==> config.mk <==
export PLATFORM = sky130hd
export DESIGN_NAME = tex_bilinear
export DESIGN_NICKNAME = d
export VERILOG_FILES = /design/src/source/texcache_pkg.sv /design/src/source/tex_bilinear.sv
export VERILOG_INCLUDE_DIRS = /design/src /design/src/source
export SDC_FILE = /design/constraint.sdc
export NUM_CORES = 2
export LEC_CHECK = 0
export BUFFER_PORTS_ARGS = -buffer_cell sky130_fd_sc_hd__buf_2
export CAP_MARGIN = 10
export CORE_UTILIZATION = 57
export DETAILED_ROUTE_END_ITERATION = 12
export MAX_ROUTING_LAYER = met4
export PLACE_DENSITY_LB_ADDON = 0.05
export SETUP_SLACK_MARGIN = 0.15
export SLEW_MARGIN = 25
export SYNTH_ARGS = -nofsm -noshare
export SYNTH_HDL_FRONTEND = slang
export SYNTH_SLANG_ARGS = --single-unit
==> constraint.sdc <==
create_clock -name sys_clk -period 8.2 [get_ports sys_clk]
set_input_delay 0.41 -clock sys_clk [delete_from_list [all_inputs] [get_ports sys_clk]]
set_output_delay 0.41 -clock sys_clk [all_outputs]
set_load 0.02 [all_outputs]
==> src/source/texcache_defs.svh <==
// ==================================================
// Width macros for the texel fetch path.
// Include wherever an address or fraction width is needed.
// ==================================================
`ifndef TEXCACHE_DEFS_SVH
`define TEXCACHE_DEFS_SVH

// Byte address into texture memory.
`define TEX_ADR_W 24

// Log2 of cache capacity in bytes.
`define TEX_CACHE_DEPTH 10

// Log2 of line size. 32 bytes, four 64-bit beats.
`define TEX_LINE_BITS 5

// Fixed-point coordinate split.
`define TEX_FRAC_W 6
`define TEX_INT_W 10

// Destination pixel address.
`define TEX_DADR_W 16

`endif
==> src/source/texcache_pkg.sv <==
// ==================================================
// Payload structs passed between the fetch stages.
// Import into any module that carries them.
// ==================================================
`include "texcache_defs.svh"

package texcache_pkg;

	typedef logic [`TEX_ADR_W-1:0] texel_adr_t; // Byte address.

	typedef struct packed {
		logic [`TEX_DADR_W-1:0] dadr;
		logic [`TEX_INT_W-1:0]  u_int;
		logic [`TEX_FRAC_W-1:0] u_frac;
		logic [`TEX_INT_W-1:0]  v_int;
		logic [`TEX_FRAC_W-1:0] v_frac;
	} tex_req_t;

	typedef struct packed {
		texel_adr_t a, b, c, d; // Top left, top right, bottom left, bottom right.
		logic [`TEX_FRAC_W-1:0] x_frac;
		logic [`TEX_FRAC_W-1:0] y_frac;
		logic [`TEX_DADR_W-1:0] dadr;
	} tex_quad_t;

	// RGB565, red in the top bits.
	typedef struct packed {
		logic [4:0] r;
		logic [5:0] g;
		logic [4:0] b;
	} texel_t;

	typedef struct packed {
		texel_t a, b, c, d;
		logic [`TEX_FRAC_W-1:0] x_frac;
		logic [`TEX_FRAC_W-1:0] y_frac;
		logic [`TEX_DADR_W-1:0] dadr;
	} tex_colors_t;

	typedef struct packed {
		logic valid;
		logic [`TEX_ADR_W-`TEX_CACHE_DEPTH-1:0] tag;
	} tag_entry_t;

	// Lower address sits in the upper half.
	typedef struct packed {
		texel_t hi;
		texel_t lo;
	} line_word_t;

	typedef struct packed {
		logic [`TEX_DADR_W-1:0] dadr;
		texel_t color;
	} tex_pixel_t;

endpackage

==> src/source/tex_bilinear.sv <==
// ==================================================
// Bilinear blend of four RGB565 texels.
// Horizontal pass, then vertical pass, one register each.
// ==================================================
`timescale 1ns/1ns
`include "texcache_defs.svh"

module tex_bilinear import texcache_pkg::*; (
	input  logic        sys_clk,
	input  logic        sys_rst,
	input  logic        colors_stb_i,
	input  tex_colors_t colors_i,
	output logic        colors_ack_o,
	output logic        pix_stb_o,
	output tex_pixel_t  pix_o,
	input  logic        pix_ack_i
);

	localparam int SHIFT = 2 * `TEX_FRAC_W;

	// p*(1-f) + q*f, with 1 scaled to 2^FRAC_W.
	function automatic logic [17:0] lerp(input logic [11:0] p, input logic [11:0] q,
		input logic [`TEX_FRAC_W-1:0] f);
		logic [`TEX_FRAC_W:0] wp;
		wp = (`TEX_FRAC_W+1)'(1 << `TEX_FRAC_W) - (`TEX_FRAC_W+1)'(f);
		return 18'(p) * 18'(wp) + 18'(q) * 18'(f);
	endfunction

	function automatic logic [11:0] chan(input texel_t t, input int i);
		case (i)
			0:       return 12'(t.r);
			1:       return 12'(t.g);
			default: return 12'(t.b);
		endcase
	endfunction

	logic                   advance;
	logic                   s1_valid;
	logic [11:0]            top_n [3];
	logic [11:0]            bot_n [3];
	logic [11:0]            top_q [3];
	logic [11:0]            bot_q [3];
	logic [`TEX_FRAC_W-1:0] y_q;
	logic [`TEX_DADR_W-1:0] dadr_q;
	logic [17:0]            mix [3];

	always_comb begin
		for (int i = 0; i < 3; i++) begin
			top_n[i] = 12'(lerp(chan(colors_i.a, i), chan(colors_i.b, i), colors_i.x_frac));
			bot_n[i] = 12'(lerp(chan(colors_i.c, i), chan(colors_i.d, i), colors_i.x_frac));
			mix[i]   = lerp(top_q[i], bot_q[i], y_q);
		end
	end

	assign advance      = ~pix_stb_o | pix_ack_i; // Both stages move together.
	assign colors_ack_o = advance;

	always_ff @(posedge sys_clk) begin
		if (sys_rst) begin
			s1_valid  <= 1'b0;
			pix_stb_o <= 1'b0;
		end else if (advance) begin
			s1_valid  <= colors_stb_i;
			pix_stb_o <= s1_valid;
		end
	end

	always_ff @(posedge sys_clk) begin
		if (advance) begin
			top_q  <= top_n;
			bot_q  <= bot_n;
			y_q    <= colors_i.y_frac;
			dadr_q <= colors_i.dadr;
			pix_o.dadr    <= dadr_q;
			pix_o.color.r <= mix[0][SHIFT +: 5]; // Truncated.
			pix_o.color.g <= mix[1][SHIFT +: 6];
			pix_o.color.b <= mix[2][SHIFT +: 5];
		end
	end

endmodule

* Word level (Yosys, flattened, before mapping)
Cells that the tools add are included.
Storage, ports and cells: register bits after elaboration 128, bits of input ports 96, output and inout port bits 34, word-level logic and storage cells 45
Operators by class: add/sub/neg operators 11, multiply operators 18, bitwise gates (word level) 2
Operators with widths (number):
- 12-bit by 11-bit adder with 12-bit output | 4
- 5-bit by 7-bit multiplier with 12-bit output | 4
- 5-bit by 6-bit multiplier with 11-bit output | 4
- 17-bit adder | 2
- 12-bit by 6-bit multiplier with 17-bit output | 2
- 12-bit by 7-bit multiplier with 17-bit output | 2
- 12-bit adder | 2
- 6-bit by 6-bit multiplier with 12-bit output | 2
- 6-bit by 7-bit multiplier with 12-bit output | 2
- 18-bit adder | 1
- 12-bit by 6-bit multiplier with 18-bit output | 1
- 12-bit by 7-bit multiplier with 18-bit output | 1
- 7-bit by 6-bit subtractor with 7-bit output (first input constant) | 2
- 1-bit NOT | 1
- 1-bit bitwise OR | 1

* Longest topological paths before layout
depth in word-level cells 3, depth in mapped cells 27, mapped depth without buffers 22

* Least setup slack after synthesis
No wires, ideal clock.
kind reg2reg, from register y_q[0], to register pix_o[9] (netlist bit) (data pin), setup time 258 ps, arrival 6075 ps, required time 7942 ps, setup slack 1867 ps, stages on the path, launching flop included 25, path through edfxtp_1 buf_2 clkbuf_1 clkbuf_1 inv_1 ha_1 nor3b_4 xnor2_1 clkbuf_1 nand2_1 fa_1 fa_1 inv_1 fa_1 fa_1 inv_1 fa_1 inv_1 ha_1 a21o_1 a21o_1 a2111oi_4 o31ai_1 a21oi_1 xnor2_1
RTL lines:
- start: declaration | RTL line tex_bilinear.sv:43 | logic [`TEX_FRAC_W-1:0] y_q;
- start signal: assignment | RTL line tex_bilinear.sv:72 | y_q <= colors_i.y_frac;
- end: declaration | RTL line tex_bilinear.sv:15 | output tex_pixel_t pix_o,

==> run metrics <==
Initial Util=57.7%; RSZ-0062 raised after global routing=no; DR vias=21300; root buffer cell=clkbuf_16; met1 wire length=31000 um; initial antenna violation count=3; met2 WL=32200 um; post-cts resize count=0; DPL Wire Length=54700 um; port bufs=129; total negative slack=0 ps; max-slew violation count=0; relative slew slack=28.7%; NumNets Final=4428; post-synthesis register bit count=128; TritonCTS buffer count=17; Crit. Startpoint=y_q[1]$_DFFE_PP_; number of setup violations in the final report=0; CP arrival=6940 ps; Final GP Congestion=0.846; Worst Hold Launch=sys_rst; later-pin clock latency in the skew report=440 ps; period utilization=81.5%; post-CTS setup buffer count=0; CTS tree=yes; hold slack=133 ps; DRT Wirelength=66700 um; average cell area after synthesis=9.44 um2; layout cells sized above 1=6.44%; cells after synthesis=3287; final non-filler cell total=4086; GRT Resource Usage Total=26.3%; YS warnings=0; Rows=85; wire per inst=16.3 um; Crit Path Max Fanout=24; Data required, critical path=8460 ps; DRC=0; Final Hold Vio Count=0; global route total overflow=0; Fmax=0.150 GHz; max cap viols=0; critical path class=register to register; H-tree depth=4; Syn Nets=4342; Post-synth EDFFs=126; Top Ports=130; fin area=33200 um2; Final Skew=11.8 ps; CTS sink cnt=128; CP endpoint kind=register; Netlist cell types=55; Iter 0 DRT Violations=1041; DRT Pass-1 Iters=6; Routed Antenna Nets=0; startpoint class of the critical path=register; sequential-to-total area share from yosys stat=12.3%; Hold WC Path Type=input pin to register; status=finished, final reports clean; Top FF cell, synth=edfxtp_1; DR WL met3=2670 um; die height=235 um; post-layout min period=6680 ps; r2r startpoint=y_q[1]$_DFFE_PP_; clock slew at reported path FFs=70 ps; placed cell areas=32500 um2; Worst-Margin Slew=1070 ps; first-pass GRT wire length=113000 um; largest net degree at the start of global routing=70; Chip Width=235 um; clock buffer depth=2; top routing layer used=met4; vias in the first global route=22900; # hold bufs at CTS=0; Die ar.=55400 um2; Layout area overhead=6.84%; ys async rst share=0%; Vias/cell=5.21; Synth Cell Area=31000 um2; Core Region=53800 um2; placed insts=4050
## cells by family (layout without fill, tap and decap cells)
family	Yosys count	in the layout	share of synthesized area (%)
AO/OA/AOI/OAI	139	139	3.10
XOR/XNOR	108	108	3.16
adder cells (fa/ha/maj)	959	959	53.6
buffers and inverters	937	1036	11.3
flip-flops	128	128	12.3
multiplexers	4	4	0.137
other	0	4	0
AND/OR/NAND/NOR	1012	1012	16.3
## registers in the layout, summed over array words and instances, names as in the netlist
register and flops:
s1_valid 1, dadr_q 16, top_q 36, bot_q 36, y_q 6, pix_stb_o 1
pix_o 32
## placed cells by master (no fill, tap or decap), types with 21 or more instances in the layout
cell and n:
xor2_1 21, ha_1 342, xnor2_1 77, and2_1 427
a21oi_1 49, nor3_1 21, nand2_1 467, buf_2 129
buf_4 29, edfxtp_1 126, nor2_1 32, fa_1 617
inv_1 846
## critical path, stage by stage (launching register included)
cell	delay [ps]
edfxtp_1	390
buf_4	240
inv_1	80
ha_1	200
nor3b_4	500
and2_1	480
buf_4	350
nand2_1	120
fa_1	510
inv_1	60
fa_1	480
fa_1	500
fa_1	490
inv_1	50
fa_1	470
inv_1	40
ha_1	180
a2111o_1	380
a311oi_1	370
or3b_1	230
nand2_1	90
o311ai_1	230
## synthesized netlist by cell type, types with 3 or more instances
cell       count  area (um2)
xor2_1        23         201
o211ai_1       6        45.0
fa_1         617       12400
o311ai_0       3        26.3
nand2_1      467        1750
clkbuf_1      83         312
a211o_1        5        43.8
nand3b_1       4        30.0
o21bai_1       9        67.6
nor3_1        22         110
nand4_1        7        43.8
a2111oi_0      6        52.6
a311oi_1       4        35.0
and2_1       427        2670
o31a_1         3        26.3
edfxtp_1     126        3780
or2_2          4        25.0
o21ai_0       16        80.1
nand3_1       15        75.1
buf_1          4        15.0
xnor2_1       83         727
nor4_1         4        25.0
buf_2          4        20.0
or3_1          8        50.1
nor2b_1        7        43.8
a21oi_1       49         245
inv_1        846        3180
nor2_1        32         120
ha_1         342        4280
a21o_1        17         128
and3_1         8        50.1
## per-layer routing
metal / vias up / GRT usage [%]
met5: - / -
met4: 0 / 4.56
met3: 50 / 2.74
met2: 448 / 43.1
met1: 10900 / 36.1
li1: 9904 / -
## final cells by class
type | count | area, um2
multi-input combinational | 2222 | 23800
tap | 696 | 871
sequential | 128 | 3820
inverter | 846 | 3180
timing repair buffer | 158 | 863
fill | 4687 | 20700
clock inverter | 15 | 216
antenna | 4 | 10.0
clock buffer | 17 | 425
## stage by stage
stage	util (%)	worst slack, ps
final	61.6	1520
after global routing	61.6	1190
after CTS	61.6	1540
after detailed placement	60.4	1220
after global placement	60.4	1510
after floorplan	-	1870
## path summary, 6_finish.rpt
path              cells after the start                endpoint  slack (ps)
hold reg to reg                       0     pix_o[18]$_DFFE_PP_         420
setup reg to reg                     21      pix_o[3]$_DFFE_PP_        1520
hold / removal                        2  pix_stb_o$_SDFFE_PP0P_         130
setup / recovery                     21      pix_o[3]$_DFFE_PP_        1520
Power is not shown: default switching activity piles up to over one toggle a cycle in this logic, so the estimate is an artifact.
