==> config.mk <==
export PLATFORM = sky130hd
export DESIGN_NAME = tex_point_gen
export DESIGN_NICKNAME = d
export VERILOG_FILES = /design/src/source/texcache_pkg.sv /design/src/source/tex_point_gen.sv
export VERILOG_INCLUDE_DIRS = /design/src /design/src/source
export SDC_FILE = /design/constraint.sdc
export NUM_CORES = 1
export LEC_CHECK = 0
export BUFFER_PORTS_ARGS = -buffer_cell sky130_fd_sc_hd__buf_2
export CAP_MARGIN = 20
export CORE_AREA = 2 2 206 107
export CTS_CLUSTER_DIAMETER = 60
export DETAILED_ROUTE_END_ITERATION = 10
export DIE_AREA = 0 0 208 109
export PLACE_DENSITY = 0.7
export SETUP_SLACK_MARGIN = 0.3
export SYNTH_ARGS = -nofsm -noshare
export SYNTH_HDL_FRONTEND = slang
export SYNTH_SLANG_ARGS = --single-unit
==> constraint.sdc <==
create_clock -name sys_clk -period 10.4 [get_ports sys_clk]
set_input_delay 0.52 -clock sys_clk [delete_from_list [all_inputs] [get_ports sys_clk]]
set_output_delay 0.52 -clock sys_clk [all_outputs]
set_load 0.1 [all_outputs]
==> src/source/texcache_defs.svh <==
// ==================================================
// Width macros for the texel fetch path.
// Include wherever an address or fraction width is needed.
// ==================================================
`ifndef TEXCACHE_DEFS_SVH
`define TEXCACHE_DEFS_SVH

// Byte address into texture memory.
`define TEX_ADR_W 24

// Log2 of cache capacity in bytes.
`define TEX_CACHE_DEPTH 10

// Log2 of line size. 32 bytes, four 64-bit beats.
`define TEX_LINE_BITS 5

// Fixed-point coordinate split.
`define TEX_FRAC_W 6
`define TEX_INT_W 10

// Destination pixel address.
`define TEX_DADR_W 16

`endif
==> src/source/texcache_pkg.sv <==
// ==================================================
// Payload structs passed between the fetch stages.
// Import into any module that carries them.
// ==================================================
`include "texcache_defs.svh"

package texcache_pkg;

	typedef logic [`TEX_ADR_W-1:0] texel_adr_t; // Byte address.

	typedef struct packed {
		logic [`TEX_DADR_W-1:0] dadr;
		logic [`TEX_INT_W-1:0]  u_int;
		logic [`TEX_FRAC_W-1:0] u_frac;
		logic [`TEX_INT_W-1:0]  v_int;
		logic [`TEX_FRAC_W-1:0] v_frac;
	} tex_req_t;

	typedef struct packed {
		texel_adr_t a, b, c, d; // Top left, top right, bottom left, bottom right.
		logic [`TEX_FRAC_W-1:0] x_frac;
		logic [`TEX_FRAC_W-1:0] y_frac;
		logic [`TEX_DADR_W-1:0] dadr;
	} tex_quad_t;

	// RGB565, red in the top bits.
	typedef struct packed {
		logic [4:0] r;
		logic [5:0] g;
		logic [4:0] b;
	} texel_t;

	typedef struct packed {
		texel_t a, b, c, d;
		logic [`TEX_FRAC_W-1:0] x_frac;
		logic [`TEX_FRAC_W-1:0] y_frac;
		logic [`TEX_DADR_W-1:0] dadr;
	} tex_colors_t;

	typedef struct packed {
		logic valid;
		logic [`TEX_ADR_W-`TEX_CACHE_DEPTH-1:0] tag;
	} tag_entry_t;

	// Lower address sits in the upper half.
	typedef struct packed {
		texel_t hi;
		texel_t lo;
	} line_word_t;

	typedef struct packed {
		logic [`TEX_DADR_W-1:0] dadr;
		texel_t color;
	} tex_pixel_t;

endpackage

==> src/source/tex_point_gen.sv <==
// ==================================================
// Turns a coordinate request into four texel addresses.
// One register slot, strobe/ack on both sides.
// ==================================================
`timescale 1ns/1ns
`include "texcache_defs.svh"

module tex_point_gen import texcache_pkg::*; (
	input  logic                  sys_clk,
	input  logic                  sys_rst,
	input  texel_adr_t            tex_base_i,
	input  logic [`TEX_INT_W-1:0] tex_hres_i,
	input  logic                  req_stb_i,
	input  tex_req_t              req_i,
	output logic                  req_ack_o,
	output logic                  quad_stb_o,
	output tex_quad_t             quad_o,
	input  logic                  quad_ack_i
);

	logic [2*`TEX_INT_W:0] texel_idx; // Linear texel index of A.
	logic [`TEX_INT_W:0]   pitch;     // Row length in bytes.
	texel_adr_t            adr_a;
	texel_adr_t            adr_c;

	always_comb begin
		texel_idx = req_i.v_int * tex_hres_i + req_i.u_int;
		pitch = {tex_hres_i, 1'b0};
		adr_a = tex_base_i + texel_adr_t'({texel_idx, 1'b0});
		adr_c = adr_a + texel_adr_t'(pitch); // One row down.
	end

	// Slot is free, or drains this cycle.
	assign req_ack_o = ~quad_stb_o | quad_ack_i;

	always_ff @(posedge sys_clk) begin
		if (sys_rst)
			quad_stb_o <= 1'b0;
		else if (req_ack_o)
			quad_stb_o <= req_stb_i;
	end

	always_ff @(posedge sys_clk) begin
		if (req_ack_o & req_stb_i) begin
			quad_o.a      <= adr_a;
			quad_o.b      <= adr_a + texel_adr_t'(2); // Right neighbour.
			quad_o.c      <= adr_c;
			quad_o.d      <= adr_c + texel_adr_t'(2);
			quad_o.x_frac <= req_i.u_frac;
			quad_o.y_frac <= req_i.v_frac;
			quad_o.dadr   <= req_i.dadr;
		end
	end

endmodule

-- Word level (Yosys, flattened, before mapping)
Index checks and enable logic that the tools add are counted.
- add/subtract/negate cells: 5
- multiply operators: 1
- bitwise operators: 3
- operators by type and width (kind ; count):
    $add 24x2->24 const B ; 2
    $add 24x11->24 ; 1
    $add 24x22->24 ; 1
    $add 20x10->21 ; 1
    $mul 10x10->20 ; 1
    $and 1x1->1 ; 1
    $not 1->1 ; 1
    $or 1x1->1 ; 1
- register bits: 125
- input bits: 86
- output and inout bits: 126
- logic and storage cells: 17

-- Longest topological paths before layout
- word-level depth: 5
- gate-level depth with buffers: 36
- mapped depth without buffers: 34

-- Least setup slack after synthesis
Ideal clock, no wire load.
- kind: input port to flip-flop
- start point: input tex_hres_i[3]
- end point: register quad_o[50] in the netlist's numbering, data pin
- setup time: 0.265 ns
- arrival: 7.983 ns
- required time: 10.135 ns
- slack: 2.152 ns
- stages on the path: 31
- buffers on the path: 1
- cells stage by stage: clkbuf_1 -> nand2_1 -> fa_1 -> inv_1 -> fa_1 -> inv_1 -> fa_1 -> inv_1 -> fa_1 -> inv_1 -> fa_1 -> inv_1 -> ha_1 -> nand2_1 -> o21ai_0 -> a41oi_1 -> a2111oi_0 -> o21a_1 -> o21ai_0 -> nor2b_1 -> xnor2_1 -> ha_1 -> or2b_2 -> and3b_2 -> mux2_4 -> or4_4 -> nor4_1 -> xnor2_1 -> nand3_1 -> nor4_1 -> xnor2_1
- word-level cells in the longest chain between the ends: 5
- RTL lines (item ; line ; source):
    start, declared ; tex_point_gen.sv:12 ; input logic [`TEX_INT_W-1:0] tex_hres_i,
    $mul 10x10->20 ; tex_point_gen.sv:27 ; texel_idx = req_i.v_int * tex_hres_i + req_i.u_int;
    $add 20x10->21 ; tex_point_gen.sv:27 ;
    $add 24x22->24 ; tex_point_gen.sv:29 ; adr_a = tex_base_i + texel_adr_t'({texel_idx, 1'b0});
    $add 24x11->24 (*) ; tex_point_gen.sv:30 ; adr_c = adr_a + texel_adr_t'(pitch);
    via adr_c[21] ; tex_point_gen.sv:24 ; texel_adr_t adr_c;
    $add 24x2->24 (*) ; tex_point_gen.sv:48 ; quad_o.d <= adr_c + texel_adr_t'(2);
    end, declared ; tex_point_gen.sv:17 ; output tex_quad_t quad_o,
Mark *: on every way through the listed nets, which the timed path passes. The rest lies on a longest branch.
A chain may end at the register's enable or synchronous reset.

-- Final worst setup path
- start point: input tex_hres_i[2]
- end point: register quad_o[50] in the netlist's numbering, data pin
Same word-level chain as after synthesis.

==> results list <==
- Ranked by total cell area, the synthesized netlist is headed by sky130_fd_sc_hd__edfxtp_1, sky130_fd_sc_hd__fa_1, sky130_fd_sc_hd__ha_1, sky130_fd_sc_hd__xnor2_1, sky130_fd_sc_hd__inv_1.
- Maximum level of the CTS H-tree: 4
- Clock tree synthesis inserted a total of 17 buffers.
- For the final routed database, the setup TNS stands at 0 ps.
- Register bit count reported by yosys: 122
* EDFF count, synth: 121
- The via count of the first global-routing pass is a little under 8000.
- After synthesis, flip-flops and latches occupy 35.7% of the total area.
- Synth Area per Inst: 10.4 um2
* Synthesized netlist net count: 1239
- In this run the worst hold path is classified as input port to flop.
- Unrepaired setup endpoints after global routing: no
- The total area inside the core boundary comes to between 20000 and 25000 um2.
- For the pin with the worst max-slew slack, the measured transition is 944 ps.
* Post-synthesis compound-gate area fraction: 9.26%
- STA classifies the critical path startpoint as an input port.
- Headroom to the max-slew limit came out at 37.1%.
- Resized cells post-CTS: 0
* CTS tree: done
- Ratio of routed vias to standard cells: 5.37
- Count of pins on the block boundary: 212
- Wire length of the first global-routing pass: 42900 um
- Hold_buf cts: 0
* Routability congestion estimate from global placement: 0.938
* Mux contribution to synthesized area: 0.245%
- Count of different cell masters after synthesis: 68
- Wires add up to 26800 um.
* Die Width: 208 um
* Residual DRC count: 0
- Achievable frequency: 0.116 GHz
* Crit-path max cell delay: roughly 590 ps
- STA puts the critical path data required time at 10550 ps.
- After Yosys synthesis, full adders, half adders and majority gates account for 26.3% of the synthesized area.
- Final number of setup-violating endpoints: 0
- Half-perimeter wire length after detailed placement: approximately 21000 um
- Insertion delay of the later-clocked pin in the worst-skew pair: 410 ps
- Cell type of the slowest stage on the worst timing path: sky130_fd_sc_hd__a2111oi_0
* Maximum Capacitance Violations: 0
- Counting the fill cells in the layout gives 1822.
- In the global route stage, overall resource usage came out at 24.6%.
- I/O Buffers: 211
- Via count of the routed design: between 7000 and 8000
- Worst hold slack: approximately 260 ps
- Fraction of post-synthesis cell area in the top cell type by area: 35.5%
- Maximum buffer depth of the clock tree: 2
- Clock tree root buffer cell: sky130_fd_sc_hd__clkbuf_16
- Most instantiated cells after synthesis: sky130_fd_sc_hd__inv_1, sky130_fd_sc_hd__edfxtp_1, sky130_fd_sc_hd__ha_1, sky130_fd_sc_hd__nand2_1, sky130_fd_sc_hd__fa_1
* Initial cell density of the core: 48.7%
- Largest net degree at the start of global routing: 77
- The total overflow left after global routing is 0.
* Run status: complete, no violations
- Most instantiated library cell after synthesis: sky130_fd_sc_hd__inv_1
* Pre-antenna DRT Iters: 5
* Part of the cycle the worst path needs: 82.6%
- The number of hold-slack violations in the final timing report is 0.
* Post-layout net count: 1441
- After clock tree synthesis, the clock-pin slew on the worst setup and hold paths is roughly 60 ps.
* Layout Skew: 6.39 ps
* Area delta synth->final: 18.6%
* Critical path start-end classification: input port to flop
- Gate count after technology mapping: roughly 1000
- The initial antenna violation count came to 3.
* Top FF cell, synth: sky130_fd_sc_hd__edfxtp_1
- Critical path fanouts, max: 11
- Summing the areas of all xor and xnor instances in the mapped netlist gives 7.52% of the synthesized area.
- Measured along the y axis, the die boundary spans approximately 110 um.
* Leading area contributor after synthesis: sky130_fd_sc_hd__edfxtp_1
- After synthesis, the share of flip-flops with an asynchronous set or reset is 0%.
* Kind of end point of the critical path: flop
* Row count: 38
- Basic-gate share of the synthesized area counting and, or, nand and nor cells: 14.2%
- Final Max Slew Viols: 0
* Post-layout minimum cycle time: about 8600 ps
- The cell area that synthesis handed to floorplanning was just over 10000 um2.
* Number of nets with antenna violations after detailed routing: 0
* Main combinational cell family by area after synthesis: adder cells
* Die Area: 22700 um2
- Counting every sink on the clock net gives 122.
- Arrival time at the worst endpoint: 8740 ps
- In the final routed layout, each cell accounts on average for 18.1 um.
- In this run the post-CTS setup repair buffer count came out at 0.
- Yosys warns: 0
- Initial DRC Count: 796
* Fraction of final layout cells sized beyond drive strength 1: 21.6%
[sequential cells by signal, summed over array words and instances (netlist names)]
signal / cells
quad_o: 121
quad_stb_o: 1
[final cells by class]
cell class                 count  area, um2  area share (%)
clock buffer                  21        460            3.80
tap                          280        350            2.89
timing repair buffer         212       1060            8.77
antenna                        2       5.00          0.0413
inverter                     145        544            4.49
sequential                   122       3650            30.1
multi-input combinational    687       5890            48.5
clock inverter                11        169            1.39
[through the flow]
stage	cells	utilization [%]	setup slack [ps]	cell area (um2)
after floorplan	983	-	2150	10200
after global placement	1446	54.7	1700	11500
after detailed placement	1446	54.7	1500	11500
after global routing	1478	57.7	1220	12100
final	1480	57.7	1810	12100
after CTS	1478	57.7	1910	12100
[path summary, 6_finish.rpt]
check / startpoint / end / slack (ps) / cells after the start
min reg2reg: quad_stb_o$_SDFFE_PP0N_ / quad_stb_o$_SDFFE_PP0N_ / 540 / 2
max reg2reg: quad_stb_o$_SDFFE_PP0N_ / quad_o[53]$_DFFE_PP_ / 8150 / 3
min: sys_rst / quad_stb_o$_SDFFE_PP0N_ / 260 / 2
max: tex_hres_i[2] / quad_o[50]$_DFFE_PP_ / 1810 / 32
[routing by layer]
| metal | global-route usage (%) | wire (um) | vias up |
|---|---|---|---|
| met2 | 34.4 | 10600 | 342 |
| met4 | 4.51 | 170 | 2 |
| met1 | 37.9 | 13600 | 3838 |
| met3 | 7.00 | 2480 | 18 |
| met5 | 0 | 13 | - |
| li1 | - | - | 3750 |
[critical path: cells and delay by family]
family	cells	cell delay [ps]
buffers and inverters	6	510
AND/OR/NAND/NOR	8	1870
adder cells (fa/ha/maj)	7	3200
XOR/XNOR	3	540
AO/OA/AOI/OAI	8	2100
[cell families after synthesis]
group | after synthesis
simple gates | 284
buf+inv | 174
fa+ha+maj | 170
compound gates | 144
flops | 122
xor+xnor | 87
mux | 2
[cells in the final DEF, fill, tap and decap left out, types with 40 or more instances in the layout]
master                     count
sky130_fd_sc_hd__xnor2_1      62
sky130_fd_sc_hd__a21oi_1      40
sky130_fd_sc_hd__and2_1       56
sky130_fd_sc_hd__edfxtp_1    121
sky130_fd_sc_hd__ha_1         95
sky130_fd_sc_hd__nand2_1      81
sky130_fd_sc_hd__inv_1       143
sky130_fd_sc_hd__nor2_1       48
sky130_fd_sc_hd__fa_1         75
sky130_fd_sc_hd__buf_2       211
Power is left out: the tool's default activity adds up to more than one toggle a clock period on the data nets, which glitch-free logic cannot reach.
